[config.mk]
export PLATFORM = sky130hd
export DESIGN_NAME = rv_fetch_ctrl
export DESIGN_NICKNAME = d
export VERILOG_FILES = /design/src/rtl/rv_pkg.sv /design/src/rtl/rv_fetch_ctrl.sv
export SDC_FILE = /design/constraint.sdc
export NUM_CORES = 1
export LEC_CHECK = 0
export BUFFER_PORTS_ARGS = -buffer_cell sky130_fd_sc_hd__buf_4
export CAP_MARGIN = 20
export CORE_ASPECT_RATIO = 1.4
export CORE_MARGIN = 5
export CORE_UTILIZATION = 35
export DETAILED_ROUTE_END_ITERATION = 6
export GPL_TIMING_DRIVEN = 0
export PLACE_DENSITY = 0.83
export SETUP_SLACK_MARGIN = 0.2
export SLEW_MARGIN = 15
export SYNTH_ARGS = -nofsm -noshare
export SYNTH_HDL_FRONTEND = slang
export SYNTH_SLANG_ARGS = --single-unit
[constraint.sdc]
create_clock -name i_clk -period 2.4 [get_ports i_clk]
set_input_delay 0.48 -clock i_clk [delete_from_list [all_inputs] [get_ports i_clk]]
set_output_delay 0.48 -clock i_clk [all_outputs]
set_load 0.05 [all_outputs]
[src/rtl/rv_pkg.sv]
package rv_pkg;

    // ******************************
    // Sizes
    // ******************************

    localparam int XLEN                = 32;
    localparam int IMEM_WORDS          = 256;
    localparam int IMEM_ADDR_BITS      = 8;    // Word index into the instruction memory.
    localparam int INSTR_BUF_SIZE      = 8;    // Depth of the fetch buffer in halfwords.
    localparam int INSTR_BUF_ADDR_SIZE = 3;    // A count is one bit wider than this.

    // Fetch starts here when reset is released.
    localparam logic [XLEN-1:0] RESET_PC = '0;

    // ******************************
    // Shared structs
    // ******************************

    // One word access toward the instruction memory.
    // The loader and the fetch controller both use it.
    typedef struct packed {
        logic                      write;
        logic [IMEM_ADDR_BITS-1:0] addr;
        logic [XLEN-1:0]           wdata;
    } mem_req_t;

    // One instruction handed to decode.
    // A compressed instruction has a zero upper half.
    typedef struct packed {
        logic            valid;
        logic [XLEN-1:0] pc;
        logic [XLEN-1:0] instr;
    } instr_out_t;

endpackage

[src/rtl/rv_fetch_ctrl.sv]
`timescale 1ns/10ps

module rv_fetch_ctrl
(
    input  logic                        i_clk,
    input  logic                        i_reset_n,
    input  logic                        i_redirect,
    input  logic [rv_pkg::XLEN-1:0]     i_redirect_pc,
    input  logic                        i_buf_room,
    input  logic [rv_pkg::XLEN-1:0]     i_pc_incr,
    input  logic                        i_mem_ack,
    input  logic [rv_pkg::XLEN-1:0]     i_mem_rdata,
    output logic                        o_mem_req,
    output rv_pkg::mem_req_t            o_mem,
    output logic                        o_buf_push,
    output logic [rv_pkg::XLEN-1:0]     o_buf_data,
    output logic                        o_fetch_pc1
);

    import rv_pkg::*;

    logic [XLEN-1:0] fetch_pc;
    logic            kill;     // Set when a redirect hits a request in flight.
    logic            done;
    logic            start;

    // The ack of the running request first shows while req is still high.
    assign done = o_mem_req & i_mem_ack;

    // A new request needs the previous handshake fully closed.
    assign start = !o_mem_req & !i_mem_ack & i_buf_room & !i_redirect;

    assign o_buf_push  = done & !kill & !i_redirect;
    assign o_buf_data  = i_mem_rdata;
    assign o_fetch_pc1 = fetch_pc[1];    // Stable from issue until the strobe.

    // ******************************
    // Fetch address
    // ******************************

    always_ff @(posedge i_clk)
    begin
        if (!i_reset_n)
            fetch_pc <= RESET_PC;
        else if (i_redirect)
            fetch_pc <= {i_redirect_pc[XLEN-1:1], 1'b0};
        else if (o_buf_push)
            fetch_pc <= fetch_pc + i_pc_incr;    // 2 only after an odd restart.
    end

    // ******************************
    // Requester handshake
    // ******************************

    always_ff @(posedge i_clk)
    begin
        if (!i_reset_n)
        begin
            o_mem_req <= 1'b0;
            kill      <= 1'b0;
        end
        else
        begin
            if (start)
                o_mem_req <= 1'b1;
            else if (done)
                o_mem_req <= 1'b0;

            if (done)
                kill <= 1'b0;
            else if (i_redirect & o_mem_req)
                kill <= 1'b1;
        end
    end

    // The request is frozen while req is up.
    always_ff @(posedge i_clk)
    begin
        if (start)
        begin
            o_mem.write <= 1'b0;
            o_mem.addr  <= fetch_pc[IMEM_ADDR_BITS+1:2];
            o_mem.wdata <= '0;
        end
    end

endmodule

======== Word level (Yosys, flattened, before mapping) ========
Index checks and enable logic that the tools add are counted.
storage, ports and cells
  register bits ........................... 42
  bits in latches ......................... 0
  bits in writable memories ............... 0
  memory bits (read-only) ................. 0
  input port bits ......................... 101
  output and inout port bits .............. 76
  logic and storage cells ................. 26
  memories kept ........................... 0
cells by class
  add/subtract/negate cells ............... 1
  multiply operators ...................... 0
  div/mod/pow operators ................... 0
  magnitude comparators ................... 0
  equality and inequality tests ........... 0
  shift operators ......................... 0
  multiplexer cells ....................... 4
  bitwise operators ....................... 8
  reductions and logical operators ........ 8
operators with widths
  cell               number
  $mux 32            2
  $add 32x32->32     1
  $and 1x1->1        7
  $logic_not 1->1    4
  $reduce_bool 2->1  2
  $reduce_or 2->1    2
  $mux 1             2
  $not 1->1          1

======== Depth between registers and ports, before layout ========
  depth in word-level cells ............... 5
  mapped depth ............................ 7
  mapped depth without buffers ............ 7

======== Worst setup path after synthesis ========
OpenSTA, ideal clock, no wires.
  path type ............................... input-to-reg
  from .................................... in i_redirect
  to ...................................... reg o_mem[32] (netlist name) (enable)
  setup time .............................. 401 ps
  arrival ................................. 1685 ps
  data required time ...................... 1999 ps
  slack ................................... 313 ps
  cell stages on the path ................. 2
  buffers on the path ..................... 1
  cell sequence ........................... buf_2 nor4b_1
between the ends
  word-level cells in the longest chain between the ends .. 2
RTL lines
  what                RTL line             source
  start: declaration  rv_fetch_ctrl.sv:7   input logic i_redirect,
  $logic_not 1->1     rv_fetch_ctrl.sv:31  assign start = !o_mem_req & !i_mem_ack & i_buf_room & !i_redirect;
  $and 1x1->1         rv_fetch_ctrl.sv:31
  via start           rv_fetch_ctrl.sv:25  logic start;
  end: declaration    rv_fetch_ctrl.sv:14  output rv_pkg::mem_req_t o_mem,
The timed path passes the listed nets, and every way through them passes these cells.
A chain may end at the register's enable or synchronous reset.

======== Final worst setup path ========
  from .................................... in i_pc_incr[0] (netlist name)
  to ...................................... reg fetch_pc[6]
between the ends
  word-level cells in the longest chain between the ends .. 3
RTL lines
  what                    RTL line             source
  start: declaration      rv_fetch_ctrl.sv:10  input logic [rv_pkg::XLEN-1:0] i_pc_incr,
  $add 32x32->32          rv_fetch_ctrl.sv:48  fetch_pc <= fetch_pc + i_pc_incr;
  $mux 32                 rv_fetch_ctrl.sv:47  else if (o_buf_push)
  $mux 32                 rv_fetch_ctrl.sv:45  else if (i_redirect)
  end signal: assignment  rv_fetch_ctrl.sv:46  fetch_pc <= {i_redirect_pc[XLEN-1:1], 1'b0};
  end signal: assignment  rv_fetch_ctrl.sv:48
  end: declaration        rv_fetch_ctrl.sv:22  logic [XLEN-1:0] fetch_pc;
No other way between the ends. The select of a mux whose other input is x is not followed.

==> run summary <==
The flow ran to the end, and the final reports show no timing, DRC or antenna violations. Post-CTS timing repair inserted 0 buffers for setup. Max-cap violations in this run came to 0. During synthesis, Yosys emitted a total of 0 warnings. At the worst endpoint, the required time is 2550 ps. The final layout contains routed wiring with a total length of 4220 um. The mean routed wirelength per cell is 12.0 um.

Global routing consumed, over all layers together, 12.5% of the routing resources. The maximum fanout along the worst path came out at 3. Dividing the final minimum period by the clock period gives 82.2%. Counting flops with a built-in enable in the synthesized netlist gives 8. The final global-route overflow total is 0. Dividing the detail-routed via count by the number of cells gives 4.40. The post-CTS clock slew at the launch and capture registers of the worst setup and hold paths works out to 70 ps. For the final routed database, the setup TNS stands at 0 ps. Capture point of the worst path: fetch_pc[6]. In this run the critical register-to-register path is launched from fetch_pc[0]. The logs give 52.3% for the final cell utilization of the core and 0 for the number of design rule violations left after detail routing. The floorplan core area was 4610 um^2. The number of buffers between clock root and the deepest sink was 2; the worst reg2reg path depth was 7.

The detailed router's first-iteration violation count was 62. The biggest area consumer among synthesized cells was buf_4. The worst setup path is captured at a flip-flop. The tools report the die area as 6300 um^2. In this run the power density over the cells is 467 nW/um^2.

The logs give 2.54 ps for the worst clock skew on the final layout and 6180 um for the wire length of the first global-routing pass. The type of the worst min-delay path is in -> reg. Once detailed placement completed, the half-perimeter wirelength came to 3660 um. The run gives 12.4% as the met1 demand-to-capacity share in global routing. The worst-skew pair later-pin latency was 250 ps; the mean post-synth cell area was 8.83 um^2. Buffer cell driving the clock tree root: clkbuf_8. The most used flip-flop cell after synthesis is dfxtp_1. The run gives 3 as the clock buffer count from CTS. The synthesized design contains 20 register bits. Yosys attributes the largest share of cell area to buf_4 (30%), dfxtp_1 (14%), edfxtp_1 (14%).

The tools report the critical path startpoint category as an input port. Setup repair after global routing left no endpoint under its margin. The quantity of gates resized following cts was 0. The detail route stage leaves a number of antenna-violating nets equal to 0.

For the number of antenna violations at the first check in global routing, the log shows 0. The final-layout fill cell count is 437, and the number of setup violations in the final report is 0. The analysis attributes to cell leakage a power of 1.30 nW.

The vertical extent of the die works out to 91.9 um. Critical path launch point: i_pc_incr[0]. VDD sags by at most 0.177 mV. Via count of the first global-routing pass: 1541. The initialized floorplan defines 29 standard-cell rows. The maximum level of the CTS H-tree was 1; the area growth from synthesis to final layout was 43.8%.

The logs give 1680 um^2 for the cell area after technology mapping and 460 ps for the slack of the worst reg-to-reg path. In the synthesized netlist, the number of instances is 190. The number of distinct library cell variants in the gate-level netlist after synthesis is 39, and the count of clock tree sinks is 20. The clock period minus final worst setup slack is 1970 ps, and the number of endpoints with negative hold slack in the final report is 0.

The synthesized design devotes to its leading area cell type 29.5% of total area. The hold slack was 463 ps; the initial cell density of the core was 36.4%. The ratio of cells with drive above 1 in the final layout works out to 49.1%. The worst min-delay path startpoint is i_mem_ack.

The met3 global-route usage was 3.67%. The total via count after detailed routing is 1553. The tools report the fmax as 507 MHz. At the end of routability-driven placement, the weighted congestion stood at 0.812. The count of pins over their slew limit is 0, and the met2 demand-to-capacity share in global routing is 23.3%. The first TritonRoute pass finished after 4 iterations. The count of buffers added on input and output ports is 64. In the synthesized netlist the async set-or-reset flop fraction comes to 0%. The number of antenna diodes in the final layout is 0. The worst register-to-register path ends at fetch_pc[6]. The type of the worst setup path was in -> reg. The logs give 177 for the I/O pin count and 12 for the maximum number of pins on one net before global-route repair. For the hold buffer count at cts, the log shows 0. After global routing, the most crowded layer is met2. After detailed placement, the design holds a cell count of 349.

Excluding fillers, the count of instances in the completed layout stands at 353. The net count of the finished layout is 403. The sequential element share of the synthesized area came out at 28.6%. The tools report the signal arrival time at the worst endpoint as 2120 ps. TritonCTS built the clock tree. Width of the chip: 68.5 um.
sequential cells by signal (all words and copies together) (netlist names):
register and flops:
fetch_pc 10, kill 1, o_mem 8, o_mem_req 1
placed cells by master (no fill, tap or decap), types with 8 or more instances in the layout:
master / Yosys / routed
ha_1: 9 / 9
buf_4: 66 / 130
o21ai_0: 9 / 9
nand2_1: 12 / 12
edfxtp_1: 8 / 8
dfxtp_1: 12 / 12
nor2_1: 9 / 9
conb_1: 1 / 33
a21oi_1: 13 / 13
power by group:
part | total, mW | internal, mW | switching [mW]
logic | 0.523 | 0.183 | 0.340
registers | 0.380 | 0.369 | 0.0108
clock network | 0.222 | 0.118 | 0.104
final cells by class:
class	instances	area (um^2)	share of cell area, %
Inverter	4	16.3	0.674
Clock buffer	4	45.0	1.87
Timing Repair Buffer	65	485	20.1
Sequential cell	20	480	19.9
Multi-Input combinational cell	128	795	32.9
Tap cell	62	77.6	3.22
Buffer	70	513	21.3
cell usage after synthesis, drive strengths merged (2+ instances only):
| cell | instances |
|---|---|
| buf | 68 |
| a21oi | 15 |
| dfxtp | 12 |
| nand2 | 12 |
| ha | 9 |
| nor2 | 9 |
| o21ai | 9 |
| edfxtp | 8 |
| a211oi | 3 |
| a21o | 3 |
| inv | 3 |
| mux2i | 3 |
| nand4 | 3 |
| and3 | 2 |
| clkbuf | 2 |
| nand3 | 2 |
| nand4b | 2 |
| nor3 | 2 |
| o211ai | 2 |
| o21a | 2 |
| xnor2 | 2 |
| xor2 | 2 |
worst min path at each step:
stage / to / cells past startpoint
4_1_cts: fetch_pc[1] / 3
3_3_place_gp: o_mem[37] / 0
5_1_grt: fetch_pc[1] / 3
2_1_floorplan: o_mem[33] / 0
3_5_place_dp: o_mem[38] / 0
6_report: kill / 2
through the flow:
stage / cell area, um^2 / power [mW] / setup slack (ps)
after floorplan: 1800 / 0.801 / 313
after global placement: 2360 / 0.901 / -192
after detailed placement: 2370 / 0.909 / 152
after CTS: 2410 / 1.13 / 422
after global routing: 2410 / 1.18 / 292
final: 2410 / 1.13 / 426
metal layers:
layer	part of all wire (%)	vias to the layer above
li1	-	773
met1	35	666
met2	51	109
met3	13	5
met4	1.0	0
met5	0	-
critical path, cell delays in order:
cell and delay [ps]:
buf_4 110, ha_1 220, fa_1 430, a211oi_1 260
nor2_1 110, o21a_1 190, mux2i_1 120, o211a_1 210
cell families (layout without fill, tap and decap cells):
logic type | after synthesis | after routing | synth area share, %
adder cells (fa/ha/maj) | 10 | 10 | 7.90
multiplexers | 3 | 3 | 1.79
AO/OA/AOI/OAI | 42 | 42 | 16.1
buffers and inverters | 74 | 143 | 31.5
other | 1 | 33 | 0.223
flip-flops | 20 | 20 | 28.6
XOR/XNOR | 4 | 4 | 2.09
AND/OR/NAND/NOR | 36 | 36 | 11.7
No activity file was read; power rests on OpenSTA's default activity.
