[src/rtl/rv_pkg.sv]
package rv_pkg;

    // ******************************
    // Sizes
    // ******************************

    localparam int XLEN                = 32;
    localparam int IMEM_WORDS          = 256;
    localparam int IMEM_ADDR_BITS      = 8;    // Word index into the instruction memory.
    localparam int INSTR_BUF_SIZE      = 8;    // Depth of the fetch buffer in halfwords.
    localparam int INSTR_BUF_ADDR_SIZE = 3;    // A count is one bit wider than this.

    // Fetch starts here when reset is released.
    localparam logic [XLEN-1:0] RESET_PC = '0;

    // ******************************
    // Shared structs
    // ******************************

    // One word access toward the instruction memory.
    // The loader and the fetch controller both use it.
    typedef struct packed {
        logic                      write;
        logic [IMEM_ADDR_BITS-1:0] addr;
        logic [XLEN-1:0]           wdata;
    } mem_req_t;

    // One instruction handed to decode.
    // A compressed instruction has a zero upper half.
    typedef struct packed {
        logic            valid;
        logic [XLEN-1:0] pc;
        logic [XLEN-1:0] instr;
    } instr_out_t;

endpackage

[src/rtl/rv_mem_arbiter.sv]
`timescale 1ns/10ps

module rv_mem_arbiter
(
    input  logic                        i_clk,
    input  logic                        i_reset_n,
    input  logic [1:0]                  i_req,
    input  rv_pkg::mem_req_t [1:0]      i_req_data,
    output logic [1:0]                  o_ack,
    output logic                        o_mem_en,
    output rv_pkg::mem_req_t            o_mem,
    input  logic [rv_pkg::XLEN-1:0]     i_mem_rdata,
    output logic [rv_pkg::XLEN-1:0]     o_rdata
);

    import rv_pkg::*;

    typedef enum logic [1:0]
    {
        ARB_IDLE,
        ARB_GRANT,
        ARB_READ,
        ARB_ACK
    } arb_state_t;

    arb_state_t state;
    logic       last_served;    // Also selects the requester of the running access.
    logic       pick;

    // Requester 1 wins when it waits alone, or when both wait and 0 went last.
    assign pick = i_req[1] & (!i_req[0] | !last_served);

    // ******************************
    // Grant FSM
    // ******************************

    always_ff @(posedge i_clk)
    begin
        if (!i_reset_n)
        begin
            state       <= ARB_IDLE;
            last_served <= 1'b1;
            o_ack       <= '0;
        end
        else
        begin
            case (state)
                ARB_IDLE:
                    if (|i_req)
                    begin
                        last_served <= pick;
                        state       <= ARB_GRANT;
                    end
                ARB_GRANT:
                    state <= ARB_READ;    // Memory access happens at this edge.
                ARB_READ:
                begin
                    o_ack[last_served] <= 1'b1;
                    state              <= ARB_ACK;
                end
                ARB_ACK:
                    // Ack stays up until the requester lets go of req.
                    if (!i_req[last_served])
                    begin
                        o_ack <= '0;
                        state <= ARB_IDLE;
                    end
                default:
                    state <= ARB_IDLE;
            endcase
        end
    end

    // Read data is captured once and held for the whole ack phase.
    always_ff @(posedge i_clk)
    begin
        if (state == ARB_READ)
            o_rdata <= i_mem_rdata;
    end

    assign o_mem_en = (state == ARB_GRANT);
    assign o_mem    = i_req_data[last_served];

endmodule

[config.mk]
export PLATFORM = sky130hd
export DESIGN_NAME = rv_mem_arbiter
export DESIGN_NICKNAME = d
export VERILOG_FILES = /design/src/rtl/rv_pkg.sv /design/src/rtl/rv_mem_arbiter.sv
export SDC_FILE = /design/constraint.sdc
export NUM_CORES = 1
export LEC_CHECK = 0
export BUFFER_PORTS_ARGS = -buffer_cell sky130_fd_sc_hd__buf_2
export CORE_AREA = 2 2 74 76
export CTS_BUF_LIST = sky130_fd_sc_hd__clkbuf_2 sky130_fd_sc_hd__clkbuf_4 sky130_fd_sc_hd__clkbuf_8
export DETAILED_ROUTE_END_ITERATION = 8
export DIE_AREA = 0 0 76 78
export PLACE_DENSITY = 0.91
export SLEW_MARGIN = 20
export SYNTH_ARGS = -nofsm -noshare
export SYNTH_HDL_FRONTEND = slang
export SYNTH_SLANG_ARGS = --single-unit
[constraint.sdc]
create_clock -name i_clk -period 4.9 [get_ports i_clk]
set_clock_uncertainty 0.1 [all_clocks]
set_input_delay 0 -clock i_clk [delete_from_list [all_inputs] [get_ports i_clk]]
set_output_delay 0 -clock i_clk [all_outputs]
set_load 0.02 [all_outputs]
# ---- Yosys cells after proc, flatten, opt, wreduce, memory -nomap -nowiden
# Index checks and enable logic that the tools add are counted.
dict set report totals {
  output_inout_bits 76
  word_cells 33
  ff_bits 37
  inputBits 118
}
dict set report classes {
  n_eq_ne 5
  n_bitwise 3
  order_cmp 2
  muxes 10
  n_reduce_logical 9
}
# cell n
set ops {}
lappend ops {{41-bit two-way mux} 2}
lappend ops {{2-bit one-hot mux with 4 select lines} 1}
lappend ops {{2-bit AND reduction} 3}
lappend ops {{2-bit equality test (second input constant)} 2}
lappend ops {{2-bit two-way mux} 2}
lappend ops {{2-bit != test (second input constant)} 2}
lappend ops {{2-bit one-hot mux with 2 select lines} 1}
lappend ops {{1-bit two-way mux} 3}
lappend ops {{2-bit by 1-bit equality test with 1-bit output (second input constant)} 1}
lappend ops {{1-bit logical NOT} 2}
lappend ops {{2-bit logical NOT} 1}
lappend ops {{1-bit by 2-bit < comparator with 1-bit output (second input constant)} 1}
lappend ops {{2-bit bitwise OR} 1}
lappend ops {{2-bit nonzero test} 1}
lappend ops {{2-bit OR reduction} 1}
lappend ops {{1-bit AND} 1}
lappend ops {{1-bit demux with 1-bit select} 1}
lappend ops {{1-bit >= comparator (second input constant)} 1}
lappend ops {{1-bit logical AND} 1}
lappend ops {{1-bit bitwise OR} 1}

# ---- Logic depth before layout (Yosys ltp)
# Gate-level depths: netlist of run 1.
dict set report depth {
  depth_word 6
  mapped_depth 5
  ltp_nobuf 5
}

# ---- Worst setup path before layout of run 1
# No wires, ideal clock.
dict set report synth_path {
  path_kind {register to register}
  start {register state[0]}
  end {register o_ack[1]}
  period_less_slack_ps 1914
  t_required_ps 4679
  stages_incl_launch_ff 6
  path_slack_ps 2986
  arrival_time_ps 1693
  n_path_buf 0
  setup_time_ps 121
  path_cell_list {dfxtp_1 -> inv_1 -> ha_1 -> or2_2 -> a31oi_1 -> nor2_1}
}
dict set report synth_between {
  elab_chain_len 3
  elab_cells_between_ends 6
  classes_between {eq/ne (3); mux (1); reduce/logical (2)}
}
# item line_no
set synth_lines {}
lappend synth_lines {{start: declaration} rv_mem_arbiter.sv:26} ;# arb_state_t state;
lappend synth_lines {{start signal: assignment} rv_mem_arbiter.sv:41} ;# state <= ARB_IDLE;
lappend synth_lines {{start signal: assignment} rv_mem_arbiter.sv:52} ;# state <= ARB_GRANT;
lappend synth_lines {{start signal: assignment} rv_mem_arbiter.sv:55} ;# state <= ARB_READ;
lappend synth_lines {{2-bit equality test} rv_mem_arbiter.sv:47} ;# case (state)
lappend synth_lines {{2-bit != test (no line) / 2-bit nonzero test (equally long branches)} --}
lappend synth_lines {{2-bit AND reduction (no line)} --}
lappend synth_lines {{end signal: assignment} rv_mem_arbiter.sv:43} ;# o_ack <= '0;
lappend synth_lines {{end signal: indexed assignment} rv_mem_arbiter.sv:58} ;# o_ack[last_served] <= 1'b1;
lappend synth_lines {{end signal: assignment} rv_mem_arbiter.sv:65} ;# o_ack <= '0;
lappend synth_lines {{end: declaration} rv_mem_arbiter.sv:9} ;# output logic [1:0] o_ack,
# Several ways; a longest one is shown, not always the timed one.
# A chain may end at the register's enable or synchronous reset.

# ---- Final worst setup path of run 1
dict set report layout_path {
  start {register last_served}
  end {register last_served}
}
dict set report layout_between {
  elab_chain_len 3
}
# item line_no
set layout_lines {}
lappend layout_lines {{start: declaration} rv_mem_arbiter.sv:27} ;# logic last_served;
lappend layout_lines {{start signal: assignment} rv_mem_arbiter.sv:51} ;# last_served <= pick;
lappend layout_lines {{1-bit logical NOT} rv_mem_arbiter.sv:31} ;# assign pick = i_req[1] & (!i_req[0] | !last_served);
lappend layout_lines {{1-bit bitwise OR} rv_mem_arbiter.sv:31}
lappend layout_lines {{1-bit AND} rv_mem_arbiter.sv:31}
# No other way between the ends.

==> results of run 1 <==
per-stage QoR:
step | utilization [%] | area [µm²] | power (µW) | setup slack [ps]
after global routing | 65.4 | 3300 | 1430 | 2690
final | 65.4 | 3300 | 1370 | 2800
after detailed placement | 56.0 | 2830 | 1080 | 2940
after floorplan | - | 1790 | 872 | 2990
after CTS | 65.4 | 3300 | 1370 | 2780
after global placement | 56.0 | 2830 | 1060 | 3030
cell type report:
cell class	instances	share of cell area (%)
Clock buffer	7	2.73
Clock inverter	1	0.911
Inverter	2	0.228
Multi-Input combinational cell	70	21.1
Sequential cell	37	32.2
Tap cell	70	2.66
Timing Repair Buffer	229	40.2
registers in the layout, summed over array words and instances, names as in the netlist:
| register | flops |
|---|---|
| state | 2 |
| o_ack | 2 |
| o_rdata | 32 |
| last_served | 1 |
critical path, cell delays in order, from the launching register on:
cell and delay (ps):
dfxtp_2 980, and3_1 270, o21ai_0 80, dlygate4sd3_1 550
synthesized netlist by cell type, types with 2 or more instances:
cell type / number / area, µm²
mux2_2: 41 / 462
dfxtp_1: 5 / 100
a21oi_1: 3 / 15.0
buf_2: 4 / 20.0
mux2i_1: 2 / 20.0
nand2_1: 5 / 18.8
edfxtp_1: 32 / 961
nor2_1: 3 / 11.3
o21ai_0: 2 / 10.0
ha_1: 7 / 87.6
inv_1: 2 / 7.51
power groups by stage:
stage	Clock, µW	Sequential [µW]	Combinational [µW]
3_5_place_dp	0	510	569
5_1_grt	286	516	631
6_report	271	505	598
4_1_cts	272	502	596
2_1_floorplan	0	554	318
3_3_place_gp	0	504	557
how the worst max path moves through the flow:
stage                              from                        to  slack, ps
2_1_floorplan     state[0]$_SDFFE_PN0P_     o_ack[1]$_SDFFE_PN0P_       2990
3_3_place_gp   last_served$_SDFFE_PN1P_     state[1]$_SDFFE_PN0P_       3030
3_5_place_dp   last_served$_SDFFE_PN1P_     state[0]$_SDFFE_PN0P_       2940
4_1_cts        last_served$_SDFFE_PN1P_  last_served$_SDFFE_PN1P_       2780
5_1_grt        last_served$_SDFFE_PN1P_  last_served$_SDFFE_PN1P_       2690
6_report       last_served$_SDFFE_PN1P_  last_served$_SDFFE_PN1P_       2800
kinds of logic (layout without fill, tap and decap cells):
group,count (synthesis),in the layout,synth area share (%)
adder cells (fa/ha/maj),7,7,4.88
AND/OR/NAND/NOR,11,11,2.79
AO/OA/AOI/OAI,8,8,3.35
buffers and inverters,7,239,2.16
flip-flops,37,37,59.1
multiplexers,44,44,27.7
layer usage:
metal  share of wire [%]  GRT usage [%]  up-vias
met3                  12           8.37       12
met2                  51           38.8      136
met1                  36           22.6      846
met5                   0              0        -
li1                    -              -      888
met4                 2.2           9.09        0
cells in the final DEF (no fill, tap or decap):
cell,n
a21oi_1,3
inv_1,2
a22oi_4,1
nand3b_1,1
edfxtp_1,32
clkbuf_4,1
or2_2,1
a31oi_1,1
o21ai_0,2
mux2_2,41
mux2_4,1
dlygate4sd3_1,35
clkbuf_8,6
and3_1,1
bufinv_16,1
mux2i_1,2
ha_1,7
dfxtp_1,4
dfxtp_2,1
buf_2,193
o211ai_1,1
nand2_1,5
buf_4,1
nor2_1,3
==> impl_metrics.toml, run 1 <==
[timing]
fmax_mhz = 476
finalCriticalPeriod_ps = 2100
hold_violations = 0
setup_viol = 0
relSlewSlack_pct = 34.1
maxSlewViolCount = 0
tightest_slew_ps = 988
tns_ps = 0
timing.hold.ws_ps = 63.2
rsz0062_at_grt = "false"
fin_crit_sh_pct = 42.9

[clock_tree]
root_buffer = "clkbuf_8"
cts_resized = 0
cts_setup_buffers = 0
path_clk_slew_ps = 70
cts_sinks = 37
clkLatencyLatePin_ps = 280
h-tree-depth = 2
cts_tree = "done"
cts_buffers = 5
clockBufferDepth = 2
ctsHoldBuffers = 35

[finish]
stdcell_count = 416
synthToLayoutAreaGrowth_pct = 83.7
multi_input_area_um2 = 694
regArea_mm2 = 0.00106
n_antenna_cell = 0
num-nets-final = 470
n_fill_cell = 352
drive_gt1_share_pct = 71.4

[floorplanning]
rows = 26
die_area_mm2 = 0.00593
initial_utilization_pct = 35.6
die_h_um = 78
ios = 194
core_area_mm2 = 0.00504
die_w_um = 76

[yosys]
synth_cell_types = 19
netlist_area_mm2 = 0.00179
synth.net_count = 239
synth-async-reset-ratio_pct = 0
synth-seq-cells = 37
synth_enable_flop_cells = 32
synth-seq-area-share_pct = 59.1
yosys_warnings = 0
synth_cells = 114
avgSynthCellArea_um2 = 15.7
synthFlopType = "edfxtp_1"

[setup_path]
r2r_slack_ps = 2800
end_kind = "flip-flop"
reg2reg_depth = 3
cp_max_fo = 46
crit_required_ps = 4970
r2r-start = "last_served$_SDFFE_PN1P_"
worstPathArrival_ps = 2170
timing.rr.end = "last_served$_SDFFE_PN1P_"
crit_type = "flip-flop to flip-flop"
start_kind = "flip-flop"

[flow_run]
maxCapViolCount = 0

[grt]
grt_start_max_net_pins = 47
grt_pass1_wl_mm = 9.86
grt.total_usage_pct = 21.6
antenna_found_initial = 0
grt_pass1_vias = 1927
gr-total-overflow = 0

[route]
wirelength_mm = 6.64
antenna_left = 0
drc = 0
drtPass1Iterations = 5
avgViaCountPerCell = 4.52
vias = 1882
wl_per_cell_um = 16.0
drtIter0Drc = 87

[hold_path]
hp-class = "input pin to flip-flop"
whs_endpoint = "o_ack[0]$_SDFFE_PN0P_"
holdCritStartpoint = "i_req[0]"
min_path_cells = 4

[place]
port_buffers = 193
dp_hpwl_mm = 4.64
place_congestion = 0.740
dp.cells = 373

[power_and_ir_drop]
peakVddDrop_mv = 0.223
p_leak_uw = 0.00161
switching_share_pct = 37.1
seq_power_share_pct = 36.8
clockPowerShare_pct = 19.7
p_int_uw = 865
p_comb_share_pct = 43.5
power.density_mw_per_mm2 = 417
switching_power_uw = 510

[status]
status = "completed"
Note: power is estimated with default switching activity, not from simulation.
==> run 2: changes to the inputs <==
ABC_AREA = 1   (was unset)
CORE_AREA = unset   (was 2 2 74 76)
CORE_ASPECT_RATIO = 0.9   (was unset)
CORE_MARGIN = 2   (was unset)
CORE_UTILIZATION = 32   (was unset)
DIE_AREA = unset   (was 0 0 76 78)
PLACE_DENSITY = 0.87   (was 0.91)
clock period = 1.7 ns   (was 4.9 ns; I/O delays follow)
==> run 2 against run 1 <==
Clock power rose to 2.8 times the previous value; combinational power rose to 3.6 times the previous value; first-iteration DRC count fell by 25%; critical path depth rose by 2; final area rose by 1.1%; utilization fell by 5.8 points; cell count rose by 23%; routed wire length fell by 9.9%; via count rose by 17%; sequential power rose to 2.7 times the previous value; register-to-register slack got worse by 2600 ps; critical endpoint is now o_mem[23].
==> impl_metrics.toml, run 2 <==
[timing]
fmax_mhz = 645
maxSlewViolCount = 0
tightest_slew_ps = 406
hold_violations = 0
relSlewSlack_pct = 73.0
tns_ps = 0
fin_crit_sh_pct = 91.1
rsz0062_at_grt = "false"
finalCriticalPeriod_ps = 1550
setup_viol = 0

[hold_path]
min_path_cells = 4
holdCritStartpoint = "i_req_data[32]"
whs_endpoint = "o_mem[32]"
hp-class = "input pin to output port"

[setup_path]
cp_max_fo = 26
r2r_slack_ps = 170
crit_type = "flip-flop to output port"
timing.rr.end = "o_rdata[16]$_DFFE_PN_"
crit_required_ps = 1600
end_kind = "output port"
r2r-start = "state[0]$_SDFFE_PN0P_"
worstPathArrival_ps = 1450
start_kind = "flip-flop"
reg2reg_depth = 3

[floorplanning]
die_w_um = 83.7
initial_utilization_pct = 32.7
rows = 26
die_area_mm2 = 0.00634
die_h_um = 75.8
ios = 194
core_area_mm2 = 0.00560

[grt]
use_met2_pct = 32.2
top_usage_layer = "met2"
antenna_found_initial = 0
grt.total_usage_pct = 16.1
gr-total-overflow = 0
grt_use_met1_pct = 16.5
use_met3_pct = 3.79
grt_pass1_wl_mm = 8.06
grt_pass1_vias = 1827
grt_start_max_net_pins = 45

[yosys]
synth_cell_types = 16
yosysMostFrequentCell = "nand2_1"
synth_enable_flop_cells = 32
avgSynthCellArea_um2 = 8.68
yosys_warnings = 0
synth-async-reset-ratio_pct = 0
synth-seq-area-share_pct = 58.0
yosys.area.top_type = "edfxtp_1"
synth.net_count = 336
synth_commonest_cells = "nand2_1, edfxtp_1, buf_2, ha_1, nand3_1"
synth-seq-cells = 37
synthFlopType = "edfxtp_1"
synth_top_area_share_pct = 52.5
synth_cells = 211
synthTopCellsByArea = "edfxtp_1, nand2_1, dfxtp_1"
netlist_area_mm2 = 0.00183

[clock_tree]
cts_tree = "done"
clkLatencyLatePin_ps = 280
path_clk_slew_ps = 70
h-tree-depth = 2
cts_setup_buffers = 0
cts_buffers = 5
clockBufferDepth = 2
cts_sinks = 37
root_buffer = "clkbuf_8"

[finish]
n_fill_cell = 472
reg_top3 = "o_rdata: 32 flops, o_ack: 2 flops, state: 2 flops"
stdcell_count = 511
regMostFlops = "o_rdata"
num-nets-final = 565
mostFrequentLayoutCell = "buf_2"
most-common-layout-cells = "buf_2, nand2_1, dlygate4sd3_1"
largest_reg_flops = 32
n_antenna_cell = 0
drive_gt1_share_pct = 47.6
synthToLayoutAreaGrowth_pct = 82.0

[route]
antenna_left = 0
wirelength_mm = 5.98
drtPass1Iterations = 4
vias = 2197
drtIter0Drc = 65
wl_per_cell_um = 11.7
avgViaCountPerCell = 4.30
drc = 0

[place]
dp_hpwl_mm = 4.30
dp.cells = 468
place_congestion = 0.763
port_buffers = 193

[power_and_ir_drop]
p_leak_uw = 0.00182
power.density_mw_per_mm2 = 1270
peakVddDrop_mv = 0.683

[status]
status = "completed"

[flow_run]
maxCapViolCount = 0
==> run 2: critical path, stage by stage, from the launching register on <==
cell and delay, ps:
dfxtp_1 360, inv_4 180, buf_4 300, nand2_1 100, nand2_1 60, buf_2 160
==> run 2: layout make-up <==
cell class                      count  area (µm²)  share of cell area [%]
Timing Repair Buffer              231        1350                    40.6
Sequential cell                    37        1060                    31.9
Multi-Input combinational cell    159         696                    20.9
Tap cell                           70        87.6                    2.63
Clock buffer                        6        76.3                    2.29
Clock inverter                      2        33.8                    1.01
Inverter                            6        25.0                   0.751
==> run 2: metal layers <==
| metal | part of all wire, % | wire (µm) |
|---|---|---|
| met1 | 36 | 2140 |
| met5 | 0 | 0 |
| met2 | 56 | 3350 |
| met3 | 6.7 | 402 |
| met4 | 1.6 | 95 |
==> run 2: how the worst max path moves through the flow <==
stage,startpoint,end,slack [ps]
6_report,last_served$_SDFFE_PN1P_,o_mem[23],150
5_1_grt,last_served$_SDFFE_PN1P_,o_mem[23],40
4_1_cts,last_served$_SDFFE_PN1P_,o_mem[23],150
3_5_place_dp,state[0]$_SDFFE_PN0P_,o_rdata[25]$_DFFE_PN_,190
3_3_place_gp,state[0]$_SDFFE_PN0P_,o_rdata[5]$_DFFE_PN_,270
2_1_floorplan,state[0]$_SDFFE_PN0P_,o_ack[1]$_SDFFE_PN0P_,80
==> run 2: logic make-up after synthesis <==
| family | share of synthesized area [%] |
|---|---|
| AO/OA/AOI/OAI | 1.09 |
| adder cells (fa/ha/maj) | 4.78 |
| buffers and inverters | 4.17 |
| flip-flops | 58.0 |
| AND/OR/NAND/NOR | 32.0 |
==> run 2: repair_timing <==
item / in CTS / in global routing
endpoints found under the hold margin: 37 / 0
gates resized for setup: 0 / 0
hold buffers: 35 / 0
==> run 2: stage by stage <==
stage	area [µm²]	hold WS, ps	total power (µW)	worst slack, ps	util [%]
2_1_floorplan	1830	-15.3	2710	75.0	-
3_3_place_gp	2870	77.1	3360	269	51.3
3_5_place_dp	2870	78.4	3430	194	51.3
4_1_cts	3330	208	4240	148	59.5
5_1_grt	3330	221	4480	37.6	59.5
6_report	3330	207	4230	150	59.5
==> run 2: where the power goes <==
part | leakage, µW | internal (µW) | total (µW) | switching [µW]
logic | 0.00143 | 734 | 2130 | 1390
registers | 0.000335 | 1260 | 1360 | 99.3
clock network | 0.0000563 | 449 | 747 | 298
total | 0.00182 | 2440 | 4230 | 1790
