$ cat config.mk
export PLATFORM = sky130hd
export DESIGN_NAME = rv_fetch_buf
export DESIGN_NICKNAME = d
export VERILOG_FILES = /design/src/rtl/rv_pkg.sv /design/src/rtl/rv_fetch_buf.sv
export SDC_FILE = /design/constraint.sdc
export NUM_CORES = 1
export LEC_CHECK = 0
export BUFFER_PORTS_ARGS = -buffer_cell sky130_fd_sc_hd__buf_2
export CORE_MARGIN = 1.5
export CORE_UTILIZATION = 35
export CTS_BUF_LIST = sky130_fd_sc_hd__clkbuf_8
export DETAILED_ROUTE_END_ITERATION = 10
export PLACE_DENSITY = 0.62
export SKIP_CTS_REPAIR_TIMING = 1
export SLEW_MARGIN = 10
export SYNTH_ARGS = -nofsm -noshare
export SYNTH_HDL_FRONTEND = slang
export SYNTH_SLANG_ARGS = --single-unit
$ cat constraint.sdc
create_clock -name i_clk -period 12 [get_ports i_clk]
set_input_delay 0 -clock i_clk [delete_from_list [all_inputs] [get_ports i_clk]]
set_output_delay 0 -clock i_clk [all_outputs]
set_load 0.01 [all_outputs]
$ cat src/rtl/rv_pkg.sv
package rv_pkg;

    // ******************************
    // Sizes
    // ******************************

    localparam int XLEN                = 32;
    localparam int IMEM_WORDS          = 256;
    localparam int IMEM_ADDR_BITS      = 8;    // Word index into the instruction memory.
    localparam int INSTR_BUF_SIZE      = 8;    // Depth of the fetch buffer in halfwords.
    localparam int INSTR_BUF_ADDR_SIZE = 3;    // A count is one bit wider than this.

    // Fetch starts here when reset is released.
    localparam logic [XLEN-1:0] RESET_PC = '0;

    // ******************************
    // Shared structs
    // ******************************

    // One word access toward the instruction memory.
    // The loader and the fetch controller both use it.
    typedef struct packed {
        logic                      write;
        logic [IMEM_ADDR_BITS-1:0] addr;
        logic [XLEN-1:0]           wdata;
    } mem_req_t;

    // One instruction handed to decode.
    // A compressed instruction has a zero upper half.
    typedef struct packed {
        logic            valid;
        logic [XLEN-1:0] pc;
        logic [XLEN-1:0] instr;
    } instr_out_t;

endpackage

$ cat src/rtl/rv_fetch_buf.sv
`timescale 1ns/10ps

module rv_fetch_buf
(
    input  logic                        i_clk,
    input  logic                        i_reset_n,
    input  logic                        i_pc_select,
    input  logic [rv_pkg::XLEN-1:0]     i_fetch_pc_next,
    input  logic                        i_ack,
    input  logic [rv_pkg::XLEN-1:0]     i_data,
    input  logic                        i_fetch_pc1,
    input  logic                        i_decode_ready,
    output logic                        o_free_dword_or_more,
    output logic [rv_pkg::XLEN-1:0]     o_pc_incr,
    output rv_pkg::instr_out_t          o_instr
);

    import rv_pkg::*;

    typedef logic [INSTR_BUF_ADDR_SIZE:0] cnt_t;

    logic [15:0]     buffer [INSTR_BUF_SIZE];
    cnt_t            cnt;
    cnt_t            cnt_after_pop;
    cnt_t            cnt_next;
    cnt_t            pop_cnt;
    cnt_t            push_cnt;
    logic [XLEN-1:0] pc;
    logic            fetch_pc1;
    logic            move;
    logic            out_valid;
    logic            empty;
    logic            full;
    logic            nearfull;
    logic            out_comp;
    logic            have_valid_instr;
    logic            push_double_word;
    logic            push_word;
    logic            pop_double_word;
    logic            pop_word;

    assign empty    = (cnt == '0);
    assign full     = (cnt == cnt_t'(INSTR_BUF_SIZE));
    assign nearfull = (cnt == cnt_t'(INSTR_BUF_SIZE - 1));

    // Low bits 11 at the head mark a 32-bit instruction.
    assign out_comp         = !(&buffer[0][1:0]);
    assign have_valid_instr = (out_comp & !empty) | (!out_comp & (cnt > cnt_t'(1)));

    // ******************************
    // Push, pop and count
    // ******************************

    assign push_double_word = i_ack & !full & !nearfull & !fetch_pc1;
    assign push_word        = i_ack & !full & fetch_pc1;    // Upper half only.
    assign pop_double_word  = move & !out_comp & !empty;
    assign pop_word         = move & out_comp & !empty;

    assign pop_cnt  = pop_double_word ? cnt_t'(2) : (pop_word ? cnt_t'(1) : '0);
    assign push_cnt = push_double_word ? cnt_t'(2) : (push_word ? cnt_t'(1) : '0);

    assign cnt_after_pop = cnt - pop_cnt;
    assign cnt_next      = i_pc_select ? '0 : cnt_after_pop + push_cnt;

    assign o_free_dword_or_more = (cnt_next < cnt_t'(INSTR_BUF_SIZE - 1));

    // Pushed halfwords land just behind what is left after this cycle's pop.
    for (genvar i = 0; i < INSTR_BUF_SIZE; i++)
    begin : gen_buf
        logic        update_hi;
        logic        update_lo;
        logic [15:0] shift_1;
        logic [15:0] shift_2;
        logic [15:0] next;

        assign update_hi = (push_word & (cnt_after_pop == cnt_t'(i))) |
                           (push_double_word & ((cnt_after_pop + cnt_t'(1)) == cnt_t'(i)));
        assign update_lo = push_double_word & (cnt_after_pop == cnt_t'(i));

        if (i + 1 < INSTR_BUF_SIZE)
        begin : gen_shift_1
            assign shift_1 = buffer[i + 1];
        end
        else
        begin : gen_shift_1_end
            assign shift_1 = '0;
        end

        if (i + 2 < INSTR_BUF_SIZE)
        begin : gen_shift_2
            assign shift_2 = buffer[i + 2];
        end
        else
        begin : gen_shift_2_end
            assign shift_2 = '0;
        end

        assign next = update_hi ? i_data[31:16] :
                      update_lo ? i_data[15:0] :
                      pop_word  ? shift_1 :
                      shift_2;

        always_ff @(posedge i_clk)
        begin
            if (update_hi | update_lo | pop_word | pop_double_word)
                buffer[i] <= next;
        end
    end

    // ******************************
    // Control registers and PC
    // ******************************

    always_ff @(posedge i_clk)
    begin
        if (!i_reset_n)
        begin
            cnt       <= '0;
            fetch_pc1 <= 1'b0;
            move      <= 1'b0;
            pc        <= RESET_PC;
        end
        else
        begin
            cnt       <= cnt_next;
            fetch_pc1 <= i_fetch_pc1;    // Applies to the strobe one cycle later.
            // Never two moves in a row, the pop must land first.
            move      <= i_decode_ready & have_valid_instr & !move & !i_pc_select;
            if (i_pc_select)
                pc <= i_fetch_pc_next;
            else if (pop_double_word)
                pc <= pc + XLEN'(4);
            else if (pop_word)
                pc <= pc + XLEN'(2);
        end
    end

    // Only the first word after an odd restart carries a single halfword.
    assign o_pc_incr = (empty & i_fetch_pc1) ? XLEN'(2) : XLEN'(4);

    assign out_valid = move & !i_pc_select;    // A redirect drops the pending output.

    always_comb
    begin
        o_instr.valid        = out_valid;
        o_instr.pc           = pc;
        o_instr.instr[31:16] = (out_valid & !out_comp) ? buffer[1] : '0;
        o_instr.instr[15:0]  = out_valid ? buffer[0] : '0;
    end

endmodule

Yosys cells after proc, flatten, opt, wreduce, memory -nomap -nowiden
Memory sizes are Yosys's and may differ from the RTL's.
Cells that the tools add are included.
{"block": "classes", "addsub": 5, "order_cmp": 2, "eq_ne": 16, "n_mux": 50, "n_bitwise": 73, "reduce_logical": 12}
{"op": "16-bit two-way mux", "count": 25}
{"op": "32-bit two-way mux", "count": 3}
{"op": "1-bit AND", "count": 40}
{"op": "4-bit by 3-bit equality test with 1-bit output (second input constant)", "count": 9}
{"op": "1-bit OR", "count": 33}
{"op": "32-bit by 2-bit adder with 32-bit output (second input constant)", "count": 1}
{"op": "32-bit by 3-bit adder with 32-bit output (second input constant)", "count": 1}
{"op": "1-bit two-way mux", "count": 18}
{"op": "4-bit by 2-bit equality test with 1-bit output (second input constant)", "count": 4}
{"op": "4-bit logical NOT", "count": 3}
{"op": "4-bit by 1-bit equality test with 1-bit output (second input constant)", "count": 2}
{"op": "1-bit logical NOT", "count": 7}
{"op": "4-bit by 1-bit adder with 4-bit output (second input constant)", "count": 1}
{"op": "4-bit by 2-bit adder with 4-bit output", "count": 1}
{"op": "4-bit equality test (second input constant)", "count": 1}
{"op": "4-bit by 1-bit greater-than comparator with 1-bit output (second input constant)", "count": 1}
{"op": "4-bit by 3-bit < comparator with 1-bit output (second input constant)", "count": 1}
{"op": "2-bit two-way mux", "count": 2}
{"op": "4-bit two-way mux", "count": 1}
{"op": "4-bit by 2-bit subtractor with 4-bit output", "count": 1}
{"op": "3-bit two-way mux", "count": 1}
{"op": "3-bit nonzero test", "count": 1}
{"op": "2-bit AND reduction", "count": 1}
{"block": "totals", "reg_bits": 38, "mem_bits_rw": 128, "in_bits": 70, "out_inout_bits": 98, "word_cells": 163, "memories": 1}
{"memory": "buffer", "words": 8, "word_bits": 16, "read_ports": 8, "rd_ports_with_merged_regs": 0, "wr": 8, "line": "rv_fetch_buf.sv:22", "rtl": "logic [15:0] buffer [INSTR_BUF_SIZE];"}

Logic depth before layout (Yosys ltp)
Gate-level depths: netlist of the first run.
An unclocked memory read counts as a cell.
{"block": "depth", "ltp_word": 17, "ltp_mapped": 18, "depth_no_buf": 12}

Least setup slack after synthesis of the first run
No wires, ideal clock.
{"block": "synth_timing", "kind": "reg2reg", "startpoint": "register cnt[3]", "endpoint": "memory buffer[6][0], in the netlist buffer[1][32] (enable)", "setup_time_ps": 411, "arrival_time_ps": 4140, "required_ps": 11589, "slack_ps": 7449, "stages_incl_launch_ff": 15, "path_buffers": 5, "synth_period_minus_slack_ps": 4551, "path_cell_list": "dfxtp_1 buf_4 o41a_4 nand2_4 inv_2 buf_2 buf_2 buf_1 ha_1 inv_1 fa_1 clkbuf_1 nor2_1 a22oi_1 o21ai_0"}
{"item": "from (decl)", "line": "rv_fetch_buf.sv:23", "rtl": "cnt_t cnt;"}
{"item": "from (signal assigned)", "line": "rv_fetch_buf.sv:125", "rtl": "cnt <= cnt_next;"}
{"item": "to (decl)", "line": "rv_fetch_buf.sv:22"}

==> results of run 1 <==
-- cell usage in the layout, fill, tap and decap left out, types with 7 or more instances in the layout --
cell,count
a21oi_1,17
a221oi_1,16
a22o_1,16
a31oi_1,21
and2_1,20
and3_1,58
buf_2,137
buf_4,13
clkbuf_8,17
conb_1,30
dfxtp_1,38
dlygate4sd3_1,53
edfxtp_1,128
inv_1,17
mux2_1,13
mux2_2,131
nand2_1,76
nand3_1,67
nor2_1,86
nor3_1,37
nor4_1,7
o21ai_0,45
o22a_1,16
o31ai_1,41
o31ai_2,10
xnor2_1,20
-- cells in the mapped netlist (17+ instances only) --
library cell / n / area, um^2
a21oi_1: 17 / 85.08
a31oi_1: 21 / 131.4
and2_1: 20 / 125.1
and3_1: 58 / 362.9
buf_2: 18 / 90.09
buf_4: 36 / 270.3
clkbuf_1: 67 / 251.5
dfxtp_1: 38 / 760.7
edfxtp_1: 128 / 3844
mux2_2: 131 / 1475
nand2_1: 76 / 285.3
nand3_1: 67 / 335.3
nor2_1: 86 / 322.8
nor3_1: 39 / 195.2
o21ai_0: 46 / 230.2
o31ai_1: 41 / 307.8
xnor2_1: 20 / 175.2
-- cell families (layout without fill, tap and decap cells) --
kind of cell,after synthesis,after routing,share of synthesized area [%]
other,1,30,0.03369
muxes,148,148,14.93
adders and majority gates,8,8,1.034
and+or+nand+nor,396,396,18.29
buffers and inverters,153,254,7.093
AOI/OAI and AO/OA,221,221,15.16
xor gates and xnor gates,25,25,2.091
DFF,166,166,41.37
-- worst paths after layout --
check,start,end,slack (ns),cells past startpoint
worst min-delay path,i_pc_select,pc[25],-0.02,3
worst min register to register,pc[30],pc[30],0.54,2
worst max register to register,cnt[3],buffer[1][25],6.48,11
worst max-delay path,cnt[3],buffer[1][25],6.48,11
-- flip-flops by register name, summed over array words and instances (netlist names) --
name and count:
buffer 128, cnt 4, fetch_pc1 1, move 1, pc 32
-- cell type report --
| class | instances | area, um^2 | area share [%] |
|---|---|---|---|
| multi-input combinational | 828 | 5876 | 46.16 |
| sequential | 166 | 4604 | 36.17 |
| timing repair buffer | 203 | 1314 | 10.32 |
| tap | 402 | 503.0 | 3.952 |
| clock buffer | 17 | 234.0 | 1.838 |
| clock inverter | 15 | 121.4 | 0.9535 |
| inverter | 19 | 76.32 | 0.5996 |
-- worst max-delay path: stages (launching register included) --
cell and delay, ns:
dfxtp_1 0.63, o41a_4 0.47, nand2_4 0.39, inv_2 0.15, ha_1 0.19, inv_1 0.06
fa_1 0.44, xor2_1 0.24, a211oi_4 0.42, or2_1 0.63, and3_1 0.81, or3b_1 0.65
-- metal layers --
layer / vias to the layer above / GRT usage (%) / wire [um]
li1: 4377 / - / -
met1: 4469 / 27.77 / 14940
met2: 400 / 27.54 / 13640
met3: 28 / 3.104 / 2278
met4: 0 / 4.733 / 329
met5: - / 0 / 0
-- power by group --
group	internal, mW	switching (mW)
Combinational	0.0669	0.111
Sequential	0.646	0.0191
Clock	0.149	0.237
Total	0.861	0.367
==> metrics.txt, run 1 <==
Post-route DRC=0; initial antenna violation count=0; Layout area overhead=14.36%; Final Util=40.55%; root buf cell=clkbuf_8; vias=around 9300; Critical Path AT=about 5.6 ns; Die Wd=roughly 180 um; Die Ht=181.3 um; CP endpoint kind=flop; Initial DRC Count=around 840; Hold Crit Class=in2reg; yosys warns=0; worst skew pair latency=around 0.48 ns; Max FO, Critical Path=52; Filler Cells Inserted=3030; dpl cells=between 1500 and 2000; Port Buffers=137; drt wl/cell=18.90 um; core area=31390 um^2; max_cap viols=0; CTS tree=done; total iterations of the first detailed-routing run=7; post-route cell area=between 10000 and 15000 um^2; layout cell share with drive strength beyond 1=approximately 28%; Final Skew=about 0.018 ns; Critical Setup Path Class=reg2reg; ant diodes=0; CP Launch Type=flop; Post-Syn Area=about 11000 um^2; pin slew with the least headroom to its limit=between 1 and 1.5 ns; Congestion Overflow GR=0; hold violation count in the final report=2; Cell Rows=65; Slew Viols, Final=0; post-route setup TNS=0 ns; EDFF count, synth=128; Place WS=approximately 6.6 ns; Final HPWL DP=between 20 and 25 mm; die area=approximately 33000 um^2; power per cell area=96.51 nW/um^2; Max IR drop VDD=between 0.06 and 0.07 mV; final worst slack=6.484 ns; Mapped Avg Cell Area=9.956 um^2; CTS sink count=approximately 170; Vias per Instance=between 5 and 6; Synth cell types=80; violated checks=hold timing; Synth Flop Type=edfxtp_1; DRT antenna net count=0; RSZ-0062 raised after global routing=no; period utilization=a little under half; first-pass GRT wire length=approximately 49 mm; placement-stage cell area=between 10000 and 15000 um^2; register area share after synthesis=roughly 41%; status=complete, but fails checks; CP required=~12 ns; largest net degree at the start of global routing=95; Ports=around 170; placer congestion estimate=roughly 0.85; Leak=5.007 nW; vias in the first global route=8353; number of setup violations in the final report=0; Seq cells post-synth=between 150 and 200; final WL=roughly 31 mm; CTS Buf Count=17; Highest Clock Rate=181.3 MHz; clk slew on worst S/H paths=roughly 0.090 ns; H-tree Lvls=4; Final nets=between 1000 and 1500; CTS Buffer Depth=2; GRT Total Usage=18.57%; Initial Util=approximately 35%; Power, Total=about 1.2 mW; Period minus WS final=between 5 and 6 ns; post-synthesis async set-or-reset flop share=0%; final hold slack=-0.02226 ns; relative slew slack=19.65%; cells after synthesis=1118; non-filler instance count after layout=about 1700
(Power assumes the default switching activity.)
==> run 2, diff against run 1 <==
clock period = 5.5 ns   (was 12 ns; I/O delays follow)
==> run 2 against run 1 <==
The flow still finishes with violations (hold timing). Sequential cell count unchanged. Final area up 1.9%. Non-clock buffer count up 20. Largest cell class unchanged. Largest power group unchanged.
==> metrics.txt, run 2 (synthesis results as in run 1) <==
initial antenna violation count=0; Congestion Overflow GR=0; Max FO, Critical Path=32; Port Buffers=around 140; r2r startpoint=cnt[3]; Slew Viols, Final=0; CTS Buffer Depth=2; CTS tree=done; most common cell after layout, fill and taps aside=buf_2; Cell Rows=65; Setup crit start=cnt[3]; largest net degree at the start of global routing=79; root buf cell=clkbuf_8; Max IR drop VDD=around 0.15 mV; Top reg by flops=buffer; drt wl/cell=around 19 um; Initial Util=a little over a third; violated checks=hold timing; GRT Total Usage=between 10% and 20%; placement-stage cell area=11950 um^2; FF+latch area=between 4000 and 5000 um^2; Ports=168; Critical Path AT=approximately 4.5 ns; final WL=around 31 mm; Period minus WS final=approximately 4.5 ns; CTS Buf Count=17; Die Wd=181.3 um; area of the multi-input gates=approximately 6000 um^2; RSZ-0062 raised after global routing=no; pin slew with the least headroom to its limit=between 1 and 1.5 ns; Critical Setup Path Class=reg2reg; hold violation count in the final report=4; CP endpoint kind=flop; Post-route DRC=0; CP required=5.49 ns; H-tree Lvls=4; commonest non-fill, non-tap cells in the layout=137 x buf_2, 131 x mux2_2, 128 x edfxtp_1; HP Start=i_data[19]; total iterations of the first detailed-routing run=6; worst skew pair latency=roughly 0.47 ns; Filler Cells Inserted=3036; number of setup violations in the final report=0; Die Ht=about 180 um; vias in the first global route=~8500; Power, Total=about 2.8 mW; Vias per Instance=approximately 5.5; max_cap viols=0; die area=32880 um^2; CP Launch Type=flop; layout cell share with drive strength beyond 1=between 20 and 30%; final hold slack=-0.01284 ns; Highest Clock Rate=about 220 MHz; post-route setup TNS=0 ns; placer congestion estimate=slightly above 0.8; DRT antenna net count=0; post-route cell area=roughly 13000 um^2; Final HPWL DP=21.60 mm; core area=about 31000 um^2; max FFs per register=about 130; Layout area overhead=16.51%; status=complete, but fails checks; CTS sink count=between 150 and 200; first-pass GRT wire length=approximately 48 mm; largest registers=buffer: 128 flops, pc: 32 flops, cnt: 4 flops; Final Skew=between 0.02 and 0.03 ns; period utilization=between 80% and 90%; dpl cells=approximately 1600; Leak=just over 5 nW; non-filler instance count after layout=~1700; ant diodes=0; Hold Crit Class=in2reg; vias=about 9000; Final nets=around 1300; Initial DRC Count=just over 800; power per cell area=approximately 210 nW/um^2; relative slew slack=slightly below 30%; clk slew on worst S/H paths=around 0.1 ns
run 2: cell types whose count changed in the layout (fill, tap and decap cells not counted), sizes merged:
cell and delta:
inv -2, dlygate4sd3 +6, clkinvlp -1, clkinv +3, buf +14
run 2: power by group:
part           switching, mW  total, mW  internal (mW)
combinational          0.246      0.397          0.150
sequential            0.0404       1.45           1.41
clock                  0.583      0.941          0.358
run 2: metrics by stage:
stage / utilization (%) / worst slack [ns]
2_1_floorplan: - / 0.9489
3_3_place_gp: 38.06 / 1.180
3_5_place_dp: 38.06 / 1.048
4_1_cts: 39.43 / 1.036
5_1_grt: 41.31 / 0.5758
6_report: 41.31 / 1.016
run 2: layer usage:
layer	share of wire, %	routed length, um	track usage, %	vias up
met4	0.90	278	4.400	0
met1	49	15240	27.91	4372
met5	0	0	0	-
met3	6.7	2073	2.560	22
li1	-	-	-	4407
met2	43	13380	27.38	404
run 2: area by class of cell:
type | instances | share of cell area [%]
sequential | 166 | 35.50
multi-input combinational | 828 | 45.31
inverter | 19 | 0.5885
timing repair buffer | 223 | 11.40
clock inverter | 15 | 1.515
clock buffer | 17 | 1.804
tap | 402 | 3.878
run 2: critical path: stages, from the launching register on:
cell and delay, ns:
dfxtp_1 0.62, o41a_4 0.47, nand2_4 0.08, inv_2 0.06
ha_1 0.16, inv_1 0.06, fa_1 0.44, xor2_1 0.42
a211oi_4 0.13, nor2_1 0.20, o32a_1 0.68, nand3_1 0.68
run 2: final timing paths:
check	cells past startpoint	slack (ns)	endpoint
hold reg to reg	2	0.52	pc[30]
setup reg to reg	11	1.02	buffer[1][0]
setup / recovery	11	1.02	buffer[1][0]
hold / removal	3	-0.01	buffer[0][35]
==> run 3, diff against run 2 <==
PLACE_DENSITY = 0.64   (was 0.62)
clock period = 3.88 ns   (was 5.5 ns; I/O delays follow)
==> run 3 against run 2 <==
The flow still finishes with violations (hold timing). Final area increased by 1.0%. Count of clock-buffer cells in the layout unchanged. Global-route usage decreased by 0.27 points. Setup slack got worse by 0.91 ns. Critical path type unchanged.
==> metrics.txt, run 3 (synthesis results as in run 1) <==
Leak=between 5 and 6 nW; Final nets=~1300; sequential power share=a little over half; Max FO, Critical Path=17; Initial Util=~35%; switching share of power=between 30% and 40%; final WL=slightly above 30 mm; CTS Buffer Depth=2; Final Skew=approximately 0.022 ns; core area=around 31000 um^2; Post-route DRC=0; CP Launch Type=flop; Die Ht=between 150 and 200 um; GRT Total Usage=around 18%; Slew Viols, Final=0; Port Buffers=about 140; Comb pwr share=between 10% and 20%; first-pass GRT wire length=just under 50 mm; HP Start=i_pc_select; max_cap viols=0; Vias per Instance=5.529; relative slew slack=between 20% and 30%; initial antenna violation count=0; worst skew pair latency=0.47 ns; Max IR drop VDD=a little over 0.2 mV; Congestion Overflow GR=0; Cell Rows=65; total iterations of the first detailed-routing run=5; hold violation count in the final report=1; Hold Crit Class=in2reg; CP endpoint kind=flop; number of setup violations in the final report=0; Top reg by flops=buffer; P_sw=1.172 mW; layout cell share with drive strength beyond 1=a little under a third; power per cell area=295.9 nW/um^2; die area=approximately 33000 um^2; commonest non-fill, non-tap cells in the layout=137 x buf_2, 131 x mux2_2, 128 x edfxtp_1; Filler Cells Inserted=between 3000 and 4000; ant diodes=0; r2r startpoint=cnt[0]; largest registers=buffer: 128 flops, pc: 32 flops, cnt: 4 flops; Ports=between 150 and 200; violated checks=hold timing; placement-stage cell area=12070 um^2; final hold slack=-0.005459 ns; Final HPWL DP=approximately 21 mm; part of the power in the clock network=around 32%; DRT antenna net count=0; post-route cell area=13100 um^2; CTS Buf Count=17; CTS tree=done; Highest Clock Rate=about 260 MHz; max FFs per register=between 100 and 150; Setup crit start=cnt[0]; Critical Setup Path Class=reg2reg; CTS sink count=166; vias=approximately 9300; period utilization=97.28%; most common cell after layout, fill and taps aside=buf_2; largest net degree at the start of global routing=95; Layout area overhead=17.72%; pin slew with the least headroom to its limit=1.160 ns; clk slew on worst S/H paths=0.12 ns; status=complete, but fails checks; CP required=between 4 and 5 ns; Initial DRC Count=roughly 870; Period minus WS final=~3.8 ns; Final Util=between 40% and 50%; Power, Total=3.877 mW; vias in the first global route=slightly below 9000; drt wl/cell=around 18 um; root buf cell=clkbuf_8; placer congestion estimate=roughly 0.86; H-tree Lvls=4; Int Power=around 2.7 mW; Die Wd=~180 um; Critical Path AT=approximately 4 ns
[run 3: area by class of cell]
class | instances | area, um^2 | share of cell area, %
Multi-Input combinational cell | 828 | 5944 | 45.37
Sequential cell | 166 | 4604 | 35.14
Timing Repair Buffer | 236 | 1582 | 12.07
Tap cell | 402 | 503.0 | 3.839
Clock buffer | 17 | 234.0 | 1.786
Clock inverter | 15 | 155.1 | 1.184
Inverter | 19 | 80.08 | 0.6112
[run 3: power groups by stage]
stage                     clock, mW  sequential [mW]  combinational (mW)
after detailed placement          0             2.09               0.521
final                          1.25             2.05               0.576
after floorplan                   0             2.08               0.352
after CTS                      1.28             2.05               0.522
after global routing           1.34             2.06               0.626
after global placement            0             2.09               0.513
[run 3: worst paths after layout]
path         slack, ns       endpoint  cells past startpoint
max               0.11  buffer[1][60]                     14
min             -0.005         pc[23]                      3
min reg2reg       0.51           move                      1
max reg2reg       0.11  buffer[1][60]                     14
[run 3: metal layers]
| metal | wire length (um) | GRT usage, % | vias up |
|---|---|---|---|
| met1 | 14860 | 26.96 | 4437 |
| met2 | 13520 | 27.06 | 387 |
| met5 | 0 | 0 | - |
| met4 | 427 | 5.133 | 0 |
| li1 | - | - | 4447 |
| met3 | 1799 | 2.802 | 35 |
[run 3: stage by stage]
step                      setup WS [ns]  cells  TNS (ns)
after floorplan               0.0005442   1147         0
after global placement           0.4305   1586         0
after detailed placement         0.3388   1586         0
after CTS                        0.2324   1618         0
after global routing          -0.007591   1683  -0.01028
final                            0.1054   1683         0
[run 3: worst max-delay path, cell delays in order (launching register included)]
cell and delay, ns:
dfxtp_1 0.33, o41a_4 0.51, nand2_4 0.08, inv_2 0.04
ha_1 0.20, inv_1 0.09, fa_2 0.28, xor2_2 0.29
a211oi_4 0.10, or2_1 0.24, buf_4 0.22, and3_1 0.22
buf_4 0.20, a22o_1 0.19, dlygate4sd3_1 0.55
